### src/include/cbfp_settings.svh
`ifndef CBFP_SETTINGS_SVH
`define CBFP_SETTINGS_SVH

// Block geometry
`define CBFP_LANES        32
`define CBFP_GROUPS       4
`define CBFP_GROUP_LANES  8    // lanes per group index

// Index widths
`define CBFP_FAC_W        5
`define CBFP_FINAL_W      6    // sum of two 5 bit indices

// Sample widths
`define CBFP_IN_W         16
`define CBFP_OUT_W        13

// Renormalization limits
`define CBFP_NORM_POINT   9    // no shift at this index
`define CBFP_ZERO_LIMIT   23   // output forced to zero from here

// Index queue depth
`define CBFP_FIFO_DEPTH   8

`endif
### src/hdl/cbfp_pkg.sv
`include "cbfp_settings.svh"

package cbfp_pkg;

   // Scaling index from the first stage
   typedef logic [`CBFP_FAC_W-1:0] sc_fac_t;

   // Second stage group, entry 0 covers lanes 0 to 7
   typedef sc_fac_t [`CBFP_GROUPS-1:0] sc_group_t;

   typedef logic [`CBFP_FINAL_W-1:0] final_fac_t;   // summed index

   // Samples before and after renormalization
   typedef logic signed [`CBFP_IN_W-1:0]  sample_t;
   typedef logic signed [`CBFP_OUT_W-1:0] scaled_t;

   ////////////////////////////////////////////////////////////////////////////
   // Per-lane arrays, lane 0 first
   ////////////////////////////////////////////////////////////////////////////

   typedef sample_t    sample_lanes_t [`CBFP_LANES];
   typedef scaled_t    scaled_lanes_t [`CBFP_LANES];
   typedef final_fac_t final_lanes_t  [`CBFP_LANES];

endpackage

### src/hdl/index_sum.sv
`timescale 1ns/1ps

`include "cbfp_settings.svh"

module index_sum import cbfp_pkg::*; (
   input  logic         clk,
   input  logic         arst_n,

   input  logic         load,
   input  sc_fac_t      blk_fac,
   input  sc_group_t    grp_fac,

   output final_lanes_t fac_final,
   output logic         fac_valid
);

   final_lanes_t lane_sum;

   // Block index plus the group index covering each lane
   always_comb begin
      for (int i = 0; i < `CBFP_LANES; i++) begin
         lane_sum[i] = final_fac_t'(blk_fac)
                     + final_fac_t'(grp_fac[i / `CBFP_GROUP_LANES]);
      end
   end

   ////////////////////////////////////////////////////////////////////////////
   // Final index register
   ////////////////////////////////////////////////////////////////////////////

   always_ff @(posedge clk) begin
      if (load) begin
         fac_final <= lane_sum;   // held until next pop
      end
   end

   always_ff @(posedge clk or negedge arst_n) begin
      if (!arst_n) begin
         fac_valid <= 1'b0;
      end else begin
         fac_valid <= load;   // one cycle strobe
      end
   end

endmodule

### config.mk
export PLATFORM = sky130hd
export DESIGN_NAME = index_sum
export DESIGN_NICKNAME = d
export VERILOG_FILES = /design/src/hdl/cbfp_pkg.sv /design/src/hdl/index_sum.sv
export VERILOG_INCLUDE_DIRS = /design/src /design/src/include
export SDC_FILE = /design/constraint.sdc
export NUM_CORES = 1
export LEC_CHECK = 0
export ABC_AREA = 1
export BUFFER_PORTS_ARGS = -buffer_cell sky130_fd_sc_hd__buf_2
export CAP_MARGIN = 20
export CORE_ASPECT_RATIO = 0.6
export CORE_MARGIN = 3
export CORE_UTILIZATION = 44
export CTS_CLUSTER_DIAMETER = 100
export CTS_CLUSTER_SIZE = 25
export DETAILED_ROUTE_END_ITERATION = 10
export GPL_ROUTABILITY_DRIVEN = 0
export GPL_TIMING_DRIVEN = 0
export PLACE_DENSITY = 0.94
export SYNTH_ARGS = -nofsm -noshare
export SYNTH_HDL_FRONTEND = slang
export SYNTH_SLANG_ARGS = --single-unit
### constraint.sdc
create_clock -name clk -period 1.4 [get_ports clk]
set_input_delay 0.28 -clock clk [delete_from_list [all_inputs] [get_ports clk]]
set_output_delay 0.28 -clock clk [all_outputs]
set_load 0.02 [all_outputs]
### Word level (Yosys, flattened, before mapping)

Index checks and enable logic that the tools add are counted.

* add/sub/neg operators: 4

Operators by type and width (number)
* adder 5 x 5 -> 6 bit: 4

* bits in registers: 25
* bits of input ports: 28
* output and inout port bits: 193
* logic and storage cells: 9

### Depth between registers and ports, before layout

* depth after elaboration: 1
* mapped depth: 9
* mapped depth without buffers: 9

### Worst setup path before layout

No wires, ideal clock.

* kind: input -> register
* from: in blk_fac[0]
* to: reg fac_final[166] (netlist name), data pin
* arrival: 1136 ps
* required time: 1148 ps
* setup slack: 12 ps
* stages: 9
* cell sequence: ha_1 inv_1 fa_1 inv_1 nand2_1 nand2_1 nand2_1 nand2_1 nand2_1

RTL lines
* start, declared: RTL line index_sum.sv:10 `input sc_fac_t blk_fac,`
* end signal, assigned: RTL line index_sum.sv:33 `fac_final <= lane_sum;`
* end, declared: RTL line index_sum.sv:13 `output final_lanes_t fac_final,`

==> metrics.txt <==
initial antenna violation count=0; CP bufs+invs=2; Die Ht=between 60 and 70 µm; Hold Vio Cnt, Final=0; Initial DRC Count=110; CTS HTree Levels=1; worst-path cell chain=buf_4 -> buf_6; root buffer selected by CTS=clkbuf_8; GRT Residual Overflow=0; ANT nets after route=0; status=finished, violations left; Post-CTS Setup Repair Bufs=0; commonest non-fill, non-tap cells in the layout=buf_4 (166), buf_6 (156), buf_2 (62), nand2_1 (42), edfxtp_1 (24); core region area=about 6000 µm²; Routed WL per cell=16.1 µm; Hold Path Depth=2; flops & latches, synth=25; fin area=about 5000 µm²; vias in the first global route=2,383; most common cell after layout, fill and taps aside=buf_4; Worst Tran Pin Value=approximately 0.6 ns; CP endpoint kind=output pin; largest net degree at the start of global routing=26; DR pass1 iterations=4; mapped cell area=approximately 2800 µm²; Crit Path Class=register to output pin; PwrDens=between 1000 and 1500 nW/µm²; Setup Viol. Count Final=20; CP max stage delay=between 0.5 and 0.6 ns; Vias/cell=4.39; Yosys warning count=0; port bufs=220; Worst-path clk slew=around 0.090 ns; buffer depth of the longest clock path=2; Die Width=109 µm; Distinct cells, synth=17; worst hold path type=primary input to register; Slew Viols, Final=0; CTS tree=done; # IOs=about 220; failing checks=negative setup slack; Multi-input gate area=between 700 and 800 µm²; TritonCTS Sinks=25; total CTS buffers=3; Worst Path Max Fanout=8; peak supply drop=around 0.63 mV; Synth Area per Inst=around 9.0 µm²; Storage cell area=roughly 750 µm²; Post-Syn Instances=a little over 300; Lkg Pwr=2.72 nW; hpwl dp=between 6000 and 7000 µm; nets=585; delay-heaviest family, CP=flip-flops; Startpoint Class=register; RSZ-0062 raised after global routing=true; fmax=between 700 and 800 MHz; GRT Overall Usage=18.1%; register area share after synthesis=26.8%; WP data arrival=1.14 ns; first-pass GRT wire length=about 11,000 µm; final wirelength=about 9800 µm; area delta synth->final=79.8%; placed inst area=~4000 µm²; TNS Setup=-0.173 ns; WP data required=about 1.1 ns; Starting Density=about 48%; Worst Hold Path EP=fac_final[48]; Post-Synthesis Net Count=~360; Max Cap Viol=0; slack of the critical path=-0.0172 ns; die area=roughly 7300 µm²; cell row count=21; Antenna diodes=0; proportion of layout cells with a drive suffix above 1=approximately three quarters; DRC errors left=0; hold path startpoint=grp_fac[10]; Worst slew margin=60.5%; Max stage delay cell, worst path=edfxtp_1; Fillers=between 200 and 300; fin crit period=between 1 and 1.5 ns; Vias=around 2,700; final critical-path share of the clock period=101%
state kept, by name (all words and copies together) (netlist names):
register,flops
fac_valid,1
fac_final,24
cell families after synthesis:
group / share of synthesized area [%]
AOI/OAI and AO/OA: 0.899
xor gates and xnor gates: 1.26
adders and majority gates: 11.9
buffers and inverters: 46.8
DFF: 26.8
and+or+nand+nor: 12.4
through the flow:
stage / setup slack [ns] / power, W / hold WS [ns] / instances / utilization, %
2_1_floorplan: 0.0120 / 0.00313 / -0.0156 / 310 / -
3_3_place_gp: -0.260 / 0.00390 / 0.0565 / 610 / 68.3
3_5_place_dp: -0.311 / 0.00397 / 0.0565 / 610 / 68.3
4_1_cts: 0.000323 / 0.00441 / 0.294 / 614 / 69.3
5_1_grt: -0.0614 / 0.00554 / 0.293 / 612 / 85.8
6_report: -0.0172 / 0.00529 / 0.303 / 612 / 85.8
power by group:
| part | leakage, nW | internal, W | switching (W) |
|---|---|---|---|
| combinational | 2.45 | 0.00199 | 0.00173 |
| clock | 0.0228 | 0.000203 | 0.000225 |
| sequential | 0.246 | 0.000949 | 0.000198 |
layer usage:
metal | routed length, µm | GRT usage [%] | vias to the layer above
met5 | 0 | 0 | -
met4 | 149 | 6.46 | 0
met2 | 5610 | 36.4 | 150
met3 | 1020 | 5.64 | 15
met1 | 3050 | 17.6 | 1256
li1 | - | - | 1266
layout make-up:
class / count / area share (%)
clock buffer: 4 / 0.900
timing repair buffer: 221 / 41.4
buffer: 165 / 25.1
inverter: 11 / 0.825
tap: 80 / 2.00
sequential: 25 / 14.9
multi-input combinational: 106 / 14.8
synthesized netlist by cell type:
cell type / n / area share [%]
a21oi_1: 5 / 0.90
or2_1: 3 / 0.67
fa_1: 4 / 2.9
nor2_1: 6 / 0.81
or2_4: 3 / 0.94
nand2_1: 42 / 5.7
edfxtp_1: 24 / 26
nand2_2: 3 / 0.67
nand3b_1: 8 / 2.2
xnor2_1: 1 / 0.31
dfrtp_1: 1 / 0.90
nand4_1: 1 / 0.22
ha_1: 20 / 9.0
nand3_1: 7 / 1.3
buf_4: 168 / 45
xor2_1: 3 / 0.94
inv_1: 11 / 1.5
worst max-delay path by stage:
stage               cells past startpoint           start  slack (ns)              to
floorplan                               9      blk_fac[0]        0.01  fac_final[166]
global route                            2  fac_final[165]       -0.06  fac_final[159]
CTS                                     2    fac_final[4]      0.0003   fac_final[40]
detailed placement                      9      blk_fac[1]       -0.31  fac_final[166]
global placement                        9      blk_fac[1]       -0.26  fac_final[166]
finish                                  2  fac_final[165]       -0.02  fac_final[159]
repair_timing:
item,in CTS,in global routing
gates cloned,0,0
endpoints found under the hold margin,1,0
setup endpoints to repair,5,161
hold buffers,1,0
resized for setup,3,318
(Power assumes the default switching activity.)
