$ cat src/include/cbfp_settings.svh
`ifndef CBFP_SETTINGS_SVH
`define CBFP_SETTINGS_SVH

// Block geometry
`define CBFP_LANES        32
`define CBFP_GROUPS       4
`define CBFP_GROUP_LANES  8    // lanes per group index

// Index widths
`define CBFP_FAC_W        5
`define CBFP_FINAL_W      6    // sum of two 5 bit indices

// Sample widths
`define CBFP_IN_W         16
`define CBFP_OUT_W        13

// Renormalization limits
`define CBFP_NORM_POINT   9    // no shift at this index
`define CBFP_ZERO_LIMIT   23   // output forced to zero from here

// Index queue depth
`define CBFP_FIFO_DEPTH   8

`endif
$ cat src/hdl/cbfp_pkg.sv
`include "cbfp_settings.svh"

package cbfp_pkg;

   // Scaling index from the first stage
   typedef logic [`CBFP_FAC_W-1:0] sc_fac_t;

   // Second stage group, entry 0 covers lanes 0 to 7
   typedef sc_fac_t [`CBFP_GROUPS-1:0] sc_group_t;

   typedef logic [`CBFP_FINAL_W-1:0] final_fac_t;   // summed index

   // Samples before and after renormalization
   typedef logic signed [`CBFP_IN_W-1:0]  sample_t;
   typedef logic signed [`CBFP_OUT_W-1:0] scaled_t;

   ////////////////////////////////////////////////////////////////////////////
   // Per-lane arrays, lane 0 first
   ////////////////////////////////////////////////////////////////////////////

   typedef sample_t    sample_lanes_t [`CBFP_LANES];
   typedef scaled_t    scaled_lanes_t [`CBFP_LANES];
   typedef final_fac_t final_lanes_t  [`CBFP_LANES];

endpackage

$ cat src/hdl/sc_fac_fifo.sv
`timescale 1ns/1ps

`include "cbfp_settings.svh"

module sc_fac_fifo import cbfp_pkg::*; #(
   parameter type payload_t = sc_fac_t,
   parameter int  DEPTH     = `CBFP_FIFO_DEPTH
) (
   input  logic     clk,
   input  logic     arst_n,

   input  logic     push,
   input  payload_t push_data,
   input  logic     pop,

   output payload_t head,
   output logic     full,
   output logic     empty
);

   localparam int PTR_W = (DEPTH > 1) ? $clog2(DEPTH) : 1;
   localparam int CNT_W = $clog2(DEPTH + 1);

   payload_t           mem [DEPTH];
   logic [PTR_W-1:0]   wr_ptr;
   logic [PTR_W-1:0]   rd_ptr;
   logic [CNT_W-1:0]   count;

   logic do_push;
   logic do_pop;

   // Overflow and underflow are silently dropped
   assign do_push = push & ~full;
   assign do_pop  = pop & ~empty;

   assign full  = (count == CNT_W'(DEPTH));
   assign empty = (count == '0);

   assign head = mem[rd_ptr];   // fall-through, oldest entry

   ////////////////////////////////////////////////////////////////////////////
   // Storage
   ////////////////////////////////////////////////////////////////////////////

   always_ff @(posedge clk) begin
      if (do_push) begin
         mem[wr_ptr] <= push_data;
      end
   end

   ////////////////////////////////////////////////////////////////////////////
   // Pointers and occupancy
   ////////////////////////////////////////////////////////////////////////////

   always_ff @(posedge clk or negedge arst_n) begin
      if (!arst_n) begin
         wr_ptr <= '0;
         rd_ptr <= '0;
      end else begin
         if (do_push) begin
            wr_ptr <= (wr_ptr == PTR_W'(DEPTH - 1)) ? '0 : wr_ptr + 1'b1;
         end
         if (do_pop) begin
            rd_ptr <= (rd_ptr == PTR_W'(DEPTH - 1)) ? '0 : rd_ptr + 1'b1;
         end
      end
   end

   always_ff @(posedge clk or negedge arst_n) begin
      if (!arst_n) begin
         count <= '0;
      end else begin
         case ({do_push, do_pop})
            2'b10:   count <= count + 1'b1;
            2'b01:   count <= count - 1'b1;
            default: count <= count;   // idle or simultaneous push and pop
         endcase
      end
   end

endmodule

$ cat config.mk
export PLATFORM = sky130hd
export DESIGN_NAME = sc_fac_fifo
export DESIGN_NICKNAME = d
export VERILOG_FILES = /design/src/hdl/cbfp_pkg.sv /design/src/hdl/sc_fac_fifo.sv
export VERILOG_INCLUDE_DIRS = /design/src /design/src/include
export SDC_FILE = /design/constraint.sdc
export NUM_CORES = 1
export LEC_CHECK = 0
export ABC_AREA = 1
export BUFFER_PORTS_ARGS = -buffer_cell sky130_fd_sc_hd__buf_2
export CAP_MARGIN = 25
export CORE_MARGIN = 1.5
export CORE_UTILIZATION = 40
export CTS_CLUSTER_SIZE = 14
export DETAILED_ROUTE_END_ITERATION = 7
export GPL_TIMING_DRIVEN = 1
export PLACE_DENSITY = 0.61
export SLEW_MARGIN = 20
export SYNTH_ARGS = -nofsm -noshare
export SYNTH_HDL_FRONTEND = slang
export SYNTH_SLANG_ARGS = --single-unit
$ cat constraint.sdc
create_clock -name clk -period 1.82 [get_ports clk]
set_input_delay 0.273 -clock clk [delete_from_list [all_inputs] [get_ports clk]]
set_output_delay 0.273 -clock clk [all_outputs]
set_load 0.01 [all_outputs]
## Yosys cells after proc, flatten, opt, wreduce, memory -nomap -nowiden

Memories as Yosys holds them, arrays and structs flattened.
Index checks and enable logic that the tools add are counted.

| cells by class | value |
|---|---|
| $add $sub $neg | 4 |
| $mul | 0 |
| div/mod/pow operators | 0 |
| $lt $le $gt $ge | 0 |
| eq/ne operators | 5 |
| shift-type cells | 0 |
| mux-type cells | 5 |
| bitwise logic cells | 4 |
| reductions and logical operators | 2 |

Operators with widths:

| cell | number |
|---|---|
| $pmux W4 S2 | 1 |
| $add A3 B1 Y3 const B | 2 |
| $eq A3 B3 Y1 const B | 2 |
| $mux W3 | 2 |
| $add A4 B1 Y4 const B | 1 |
| $eq A4 B4 Y1 const B | 1 |
| $logic_not A4 Y1 | 1 |
| $sub A4 B1 Y4 const B | 1 |
| $and A1 B1 Y1 | 2 |
| $eq A2 B1 Y1 const B | 1 |
| $eq A2 B2 Y1 const B | 1 |
| $mux W1 | 2 |
| $not A1 Y1 | 2 |
| $reduce_bool A2 Y1 | 1 |

| storage, ports and cells | value |
|---|---|
| flip-flop bits (word level) | 10 |
| bits in latches | 0 |
| memory bits (writable) | 40 |
| bits in read-only memories | 0 |
| bits of input ports | 9 |
| output and inout port bits | 7 |
| word-level logic and storage cells | 24 |
| memories kept | 1 |

Memories:

| name | depth | width | rd ports | clocked after memory_dff | write ports | line | RTL |
|---|---|---|---|---|---|---|---|
| mem | 8 | 5 | 1 | 0 | 1 | sc_fac_fifo.sv:24 | `payload_t mem [DEPTH];` |

## Longest topological paths before layout

Gate-level depths: netlist of the first run.

| depth | value |
|---|---|
| depth after elaboration | 5 |
| gate-level depth with buffers | 12 |
| gate-level depth less buffers | 12 |

## Worst setup path after synthesis of the first run

OpenSTA, ideal clock, no wires.

| timing | value |
|---|---|
| path kind | reg-to-reg |
| start point | register count[1] |
| end point | register count[3] |
| library setup time | 0.117 ns |
| arrival time | 1.804 ns |
| data required time | 1.703 ns |
| path slack | -0.101 ns |
| stages on the path, launching flop included | 12 |
| buffers on the path | 0 |
| clock period less this slack | 1.921 ns |
| cells stage by stage | dfrtp_1 > nor2_2 > nand3_1 > nand2_1 > inv_1 > ha_1 > ha_1 > or2_2 > nand2_1 > nand2_1 > nand3_1 > nand2_1 |

| between the ends | value |
|---|---|
| longest elaborated chain between the ends | 5 |
| elaborated cells on any way between the ends | 12 |
| those cells by class | 2 x add/sub; 3 x eq/ne; 1 x mux; 4 x bitwise; 2 x reduce/logical |

Ends and longest elaborated chain:

| element | line | RTL |
|---|---|---|
| start, declared | sc_fac_fifo.sv:27 | `logic [CNT_W-1:0] count;` |
| start signal, assigned | sc_fac_fifo.sv:74 | `2'b10: count <= count + 1'b1;` |
| start signal, assigned | sc_fac_fifo.sv:75 | `2'b01: count <= count - 1'b1;` |
| start signal, assigned | sc_fac_fifo.sv:76 | `default: count <= count;` |
| $logic_not A4 Y1 (*) | sc_fac_fifo.sv:37 | `assign empty = (count == '0);` |
| $not A1 Y1 (*) | sc_fac_fifo.sv:34 | `assign do_pop = pop & ~empty;` |
| $and A1 B1 Y1 (*) | sc_fac_fifo.sv:34 |  |
| net do_pop | sc_fac_fifo.sv:30 | `logic do_pop;` |
| $eq A2 B1 Y1 / $eq A2 B2 Y1 (equally long branches) | sc_fac_fifo.sv:73 | `case ({do_push, do_pop})` |
| $pmux W4 S2 / $reduce_bool A2 Y1 (equally long branches) | -- |  |

Mark *: on every way through the listed nets, which the timed path passes. The rest lies on a longest branch.
A chain may end at the register's enable or synchronous reset.

==> results of run 1 <==
## layout make-up
| cell class | instances | area share |
|---|---|---|
| clock buffer | 6 | 0.02483 |
| clock inverter | 2 | 0.01284 |
| inverter | 36 | 0.04709 |
| multi-input combinational | 167 | 0.2804 |
| sequential | 50 | 0.4974 |
| tap | 75 | 0.03211 |
| timing repair buffer | 39 | 0.1053 |
## kinds of logic after synthesis
kind of cell / after synthesis / share of synthesized area
adders and majority gates: 8 / 0.04472
buffers and inverters: 43 / 0.08216
DFF: 50 / 0.6032
xor gates and xnor gates: 2 / 0.007282
AOI/OAI and AO/OA: 5 / 0.01040
and+or+nand+nor: 152 / 0.2522
## flip-flops by register name (all words and copies together) (netlist names)
name / count
wr_ptr: 3
rd_ptr: 3
mem: 40
count: 4
## worst max path at each step
stage / start / endpoint / slack, ns / cells after the start
after floorplan: count[0]$_DFFE_PN0P_ / count[2]$_DFFE_PN0P_ / 0.01 / 9
after global placement: count[1]$_DFFE_PN0P_ / count[3]$_DFFE_PN0P_ / 0.09 / 11
after detailed placement: count[1]$_DFFE_PN0P_ / count[3]$_DFFE_PN0P_ / 0.02 / 11
after CTS: count[1]$_DFFE_PN0P_ / count[3]$_DFFE_PN0P_ / 0.0008 / 11
after global routing: count[0]$_DFFE_PN0P_ / count[2]$_DFFE_PN0P_ / -0.01 / 8
final: rd_ptr[0]$_DFFE_PN0P_ / head[2] / 0.07 / 8
## critical path, stage by stage (launching register included)
cell and delay [ns]:
sky130_fd_sc_hd__dfrtp_2 0.45, sky130_fd_sc_hd__buf_12 0.14, sky130_fd_sc_hd__clkbuf_16 0.15, sky130_fd_sc_hd__nand2_1 0.07, sky130_fd_sc_hd__nand2_1 0.06, sky130_fd_sc_hd__nand2_1 0.05, sky130_fd_sc_hd__nand2_1 0.05, sky130_fd_sc_hd__nand2_1 0.07
sky130_fd_sc_hd__buf_2 0.13
## per-layer routing
| metal | vias up | track usage |
|---|---|---|
| met5 | - | 0 |
| met2 | 19 | 0.2630 |
| met1 | 800 | 0.1888 |
| met4 | 0 | 0.04138 |
| met3 | 4 | 0.03295 |
| li1 | 888 | - |
## repair_timing
action | in CTS | in global routing
hold buffers | 1 | 0
setup buffers | 0 | 5
endpoints found under the setup margin | 0 | 8
endpoints found under the hold margin | 10 | 0
gates resized for setup | 0 | 15
## layout by cell type, fill, tap and decap left out, drive strengths merged
cell type    count
edfxtp          40
nand2           95
or2              2
clkbuf           7
dlygate4sd3      1
bufinv           1
ha               7
nor2            42
fa               1
inv             36
nand3            5
xnor2            1
clkinvlp         1
o21ai            5
dfrtp           10
xor2             1
buf             37
nor3             8
## power by group
part	internal (mW)	switching (mW)	total [mW]	leakage, nW
Clock	0.410	0.358	0.768	0.0514
Combinational	0.919	1.18	2.10	0.821
Sequential	1.48	0.173	1.65	0.483
Total	2.81	1.71	4.52	1.36
==> flow_metrics.tcl, run 1 <==
set metrics [dict create \
    antenna_left 0 \
    worst_skew_pair.late_latency_ns 0.30 \
    post_drt_wl_per_cell_um 12.67 \
    total_leakage_power_nw 1.356 \
    area.sequential_um2 1454 \
    floorplan.initialDensity 0.4112 \
    worst-r2r-cell-count 11 \
    worst_hold_path_type "in -> reg" \
    hold_path_depth 3 \
    netlist_top_cells_count "sky130_fd_sc_hd__nand2_1 (94), sky130_fd_sc_hd__nor2_1 (41), sky130_fd_sc_hd__edfxtp_1 (40)" \
    final_layout_size_suffix_gt1_frac 0.2133 \
    ios 16 \
    rrSetupSlack_ns 0.09 \
    timing.critical_path.fanout_max 6 \
    reg2reg_from "count[0]$_DFFE_PN0P_" \
    grt_start_max_net_pins 44 \
    die-width_um 80.56 \
    r2r-end "count[3]$_DFFE_PN0P_" \
    tritoncts "yes" \
    setup_violations 0 \
    wire_length_of_the_first_global_routing_pass_um 7224 \
    initialDrtViolationCount 53 \
    fmax_mhz 571.8 \
    worstSetupPathType "reg -> out" \
    tritoncts.num_buffers 5 \
    min_from "pop" \
    asr_flop_ratio_synth 0.2000 \
    synth-main-ff-cell "sky130_fd_sc_hd__edfxtp_1" \
    syn_to_final_growth_pct 21.48 \
    cts.sink_count 50 \
    ir_worst_vdd_uv 679.9 \
    die_area_um2 6489 \
    synth_sequential_area_ratio 0.6032 \
    dp.cells 358 \
    run_status "complete, no violations" \
    cts.clk_slew.worst_paths_ns 0.09 \
    final-instance-count-excl-fill 375 \
    wire_length_on_met1_um 2217 \
    placement_rows 28 \
    synth.ff_latch_count 50 \
    syn-mean-instance-area_um2 9.254 \
    critical_path.startpoint_type "flip-flop" \
    nNetsFinal 316 \
    report.power.total_mw 4.523 \
    gp_congestion 0.8194 \
    dp_worst_setup_slack_ns 0.01952 \
    synth.most_common_cell "sky130_fd_sc_hd__nand2_1" \
    diodes 0 \
    netlist.top_cell.by_area "sky130_fd_sc_hd__edfxtp_1" \
    synth.net_count 277 \
    grt_antenna_before_repair 0 \
    top_area_cells_in_the_synthesized_netlist "sky130_fd_sc_hd__edfxtp_1 (50%), sky130_fd_sc_hd__nand2_1 (15%), sky130_fd_sc_hd__dfrtp_1 (10%), sky130_fd_sc_hd__nor2_1 (6.4%), sky130_fd_sc_hd__inv_1 (5.5%)" \
    max_slew_margin 0.7571 \
    fraction_of_synthesized_cell_area_taken_by_the_top_area_cell_type 0.4992 \
    place_hpwl_um 3083 \
    yosys.cell_types.count 22 \
    placed_cell_areas_um2 2673 \
    holdPathEnd "rd_ptr[0]$_DFFE_PN0P_" \
    worst_hold_slack_ns 0.2425 \
    post_layout_utilization_of_the_core 0.4996 \
    timing.final.max_slew_violations 0 \
    drt_first_pass_iters 4 \
    drc 0 \
    area_used_by_multi_input_combinational_logic_um2 819.5 \
    dr.max_layer_used "met4" \
    finalWirelength_um 4753 \
    hold_violations 0 \
    worst_ep_arrival_time_ns 1.48 \
    fin_skew_ns 0.007493 \
    globalRouteTotalUtil 0.1513 \
    cells_after_synthesis 260 \
    worst-slew-pin-transition_ns 0.3616 \
    powerDensity_nw_per_um2 1548 \
    layout.cell_area.non_filler_um2 2923 \
    h_tree_levels 2 \
    worst_setup_path_end_kind "output port" \
    route.met3.wl_um 147 \
    vias_in_the_first_global_route 1536 \
    num_vias 1711 \
    fillerInstances 557 \
    post_drt_via_cell_ratio 4.563 \
    final_min_period_over_clock_period 0.9610 \
    design.core.area_um2 5851 \
    worst_ep_required_time_ns 1.55 \
    setup-tns-final_ns 0 \
    layout_min_cycle_time_ns 1.749 \
    rsz0062_at_grt "yes" \
    netlist_area_before_placement_um2 2406 \
    ys.warnings.count 0 \
    wl_met2_um 2354 \
    setup_ws_post_layout_ns 0.07102 \
    ctsLongestPathBuffers 2 \
    root_buffer "sky130_fd_sc_hd__clkbuf_8" \
    global_route.overflow_total 0 \
    synth-edff-count 40 \
    drv_cap 0 \
    floorplan.die.height_um 80.56 \
    portBuffers 15 \
]
Power figures use the tool's default switching activity.
==> run 2, diff against run 1 <==
Settings changed: RECOVER_POWER set to 50.
==> run 2 against run 1 <==
Critical path depth unchanged. Global-route usage unchanged. Combinational power about the same. Sequential share of layout area is 0.13 points higher. Routed wire length unchanged. First-iteration DRC count unchanged. Count of clock-buffer cells in the layout stayed put. Flip-flop and latch count unchanged. Register-to-register slack about the same. Cell count unchanged. Critical path type unchanged. Largest power group unchanged.
==> flow_metrics.tcl, run 2 (synthesis gave the netlist of run 1 again) <==
set metrics [dict create \
    initialDrtViolationCount 53 \
    diodes 0 \
    dr.max_layer_used "met4" \
    floorplan.initialDensity 0.4112 \
    syn_to_final_growth_pct 21.16 \
    worst_ep_arrival_time_ns 1.48 \
    finalWirelength_um 4753 \
    portBuffers 15 \
    placed_cell_areas_um2 2673 \
    layout.cells.most_common "sky130_fd_sc_hd__nand2_1" \
    grt_start_max_net_pins 44 \
    total_leakage_power_nw 1.339 \
    worst_ep_required_time_ns 1.55 \
    timing.final.max_slew_violations 0 \
    critical_path.startpoint_type "flip-flop" \
    hold_violations 0 \
    layout_min_cycle_time_ns 1.749 \
    drc 0 \
    globalRouteTotalUtil 0.1513 \
    run_status "complete, no violations" \
    timing.critical_path.fanout_max 6 \
    design.core.area_um2 5851 \
    ir_worst_vdd_uv 680.2 \
    place_hpwl_um 3083 \
    most-common-layout-cells "sky130_fd_sc_hd__nand2_1 (90), sky130_fd_sc_hd__edfxtp_1 (40), sky130_fd_sc_hd__nor2_1 (39), sky130_fd_sc_hd__inv_1 (32), sky130_fd_sc_hd__buf_4 (18)" \
    fmax_mhz 571.7 \
    nNetsFinal 316 \
    layout.cell_area.non_filler_um2 2915 \
    wl_met2_um 2354 \
    gp_congestion 0.8194 \
    antenna_left 0 \
    route.met3.wl_um 147 \
    top_regs "mem: 40 flops, count: 4 flops" \
    cts.clk_slew.worst_paths_ns 0.09 \
    post_layout_utilization_of_the_core 0.4983 \
    max_slew_margin 0.6022 \
    post_drt_wl_per_cell_um 12.67 \
    worstSetupPathType "reg -> out" \
    vias_in_the_first_global_route 1536 \
    post_drt_via_cell_ratio 4.565 \
    final_layout_size_suffix_gt1_frac 0.1933 \
    fillerInstances 559 \
    final_min_period_over_clock_period 0.9610 \
    h_tree_levels 2 \
    setup_violations 0 \
    die_area_um2 6489 \
    worst-r2r-cell-count 11 \
    wire_length_of_the_first_global_routing_pass_um 7224 \
    floorplan.die.height_um 80.56 \
    drv_cap 0 \
    die-width_um 80.56 \
    largest_register_ffs 40 \
    tritoncts.num_buffers 5 \
    cts.sink_count 50 \
    worst_setup_path_end_kind "output port" \
    global_route.overflow_total 0 \
    powerDensity_nw_per_um2 1551 \
    rsz0062_at_grt "yes" \
    wire_length_on_met1_um 2217 \
    ctsLongestPathBuffers 2 \
    report.power.total_mw 4.522 \
    ios 16 \
    root_buffer "sky130_fd_sc_hd__clkbuf_8" \
    setup-tns-final_ns 0 \
    registers.top_by_ff_count "mem" \
    num_vias 1712 \
    fin_skew_ns 0.007493 \
    grt_antenna_before_repair 0 \
    tritoncts "yes" \
    placement_rows 28 \
    worst-slew-pin-transition_ns 0.5968 \
    drt_first_pass_iters 4 \
    worst_skew_pair.late_latency_ns 0.30 \
    hold_path_depth 3 \
    worst_hold_path_type "in -> reg" \
]
## run 2: cell types whose count changed in the layout (fill, tap and decap cells not counted)
| cell | previous run | this run |
|---|---|---|
| sky130_fd_sc_hd__buf_2 | 15 | 9 |
| sky130_fd_sc_hd__clkbuf_1 | 1 | 7 |
## run 2: final timing paths
check / endpoint / slack (ns) / startpoint
worst max-delay path: head[2] / 0.07 / rd_ptr[0]$_DFFE_PN0P_
worst min-delay path: rd_ptr[0]$_DFFE_PN0P_ / 0.24 / pop
worst max register to register: count[3]$_DFFE_PN0P_ / 0.09 / count[0]$_DFFE_PN0P_
worst min register to register: count[3]$_DFFE_PN0P_ / 0.59 / count[3]$_DFFE_PN0P_
max in group asynchronous: rd_ptr[0]$_DFFE_PN0P_ / 0.92 / arst_n
min in group asynchronous: count[2]$_DFFE_PN0P_ / 0.48 / arst_n
## run 2: metal layers
metal / vias to the layer above / global-route usage
met5: - / 0
met4: 0 / 0.04138
met3: 4 / 0.03295
met2: 19 / 0.2630
met1: 801 / 0.1888
li1: 888 / -
## run 2: stage by stage
| stage | std cells | setup slack (ns) | hold slack, ns |
|---|---|---|---|
| 2_1_floorplan | 260 | 0.01368 | -0.02259 |
| 3_3_place_gp | 358 | 0.08901 | 0.1497 |
| 3_5_place_dp | 358 | 0.01952 | 0.1534 |
| 4_1_cts | 367 | 0.0007785 | 0.2573 |
| 5_1_grt | 375 | -0.01266 | 0.2503 |
| 6_report | 375 | 0.07093 | 0.2424 |
## run 2: area by class of cell
type | count | area (um^2) | area share
flip-flops and latches | 50 | 1454 | 0.4987
clock inverters | 2 | 37.54 | 0.01288
clock buffers | 6 | 72.57 | 0.02489
well taps | 75 | 93.84 | 0.03219
repair buffers | 39 | 300.3 | 0.1030
multi-input cells | 167 | 819.5 | 0.2811
inverters | 36 | 137.6 | 0.04721
## run 2: report_power, final
group	leakage (nW)	switching [mW]	internal, mW
Sequential	0.483	0.173	1.48
Clock	0.0514	0.358	0.410
Combinational	0.804	1.18	0.917
## run 2: worst max-delay path, cell delays in order, from the launching register on
cell                        delay [ns]
sky130_fd_sc_hd__dfrtp_2          0.45
sky130_fd_sc_hd__buf_12           0.14
sky130_fd_sc_hd__clkbuf_16        0.15
sky130_fd_sc_hd__nand2_1          0.07
sky130_fd_sc_hd__nand2_1          0.06
sky130_fd_sc_hd__nand2_1          0.05
sky130_fd_sc_hd__nand2_1          0.05
sky130_fd_sc_hd__nand2_1          0.07
sky130_fd_sc_hd__buf_2            0.13
## run 2: repair_timing
| item | 4_1_cts | 5_1_grt |
|---|---|---|
| endpoints found under the hold margin | 10 | 0 |
| hold buffers | 1 | 0 |
| setup buffers | 0 | 5 |
| resized for setup | 0 | 15 |
| setup endpoints to repair | 0 | 8 |
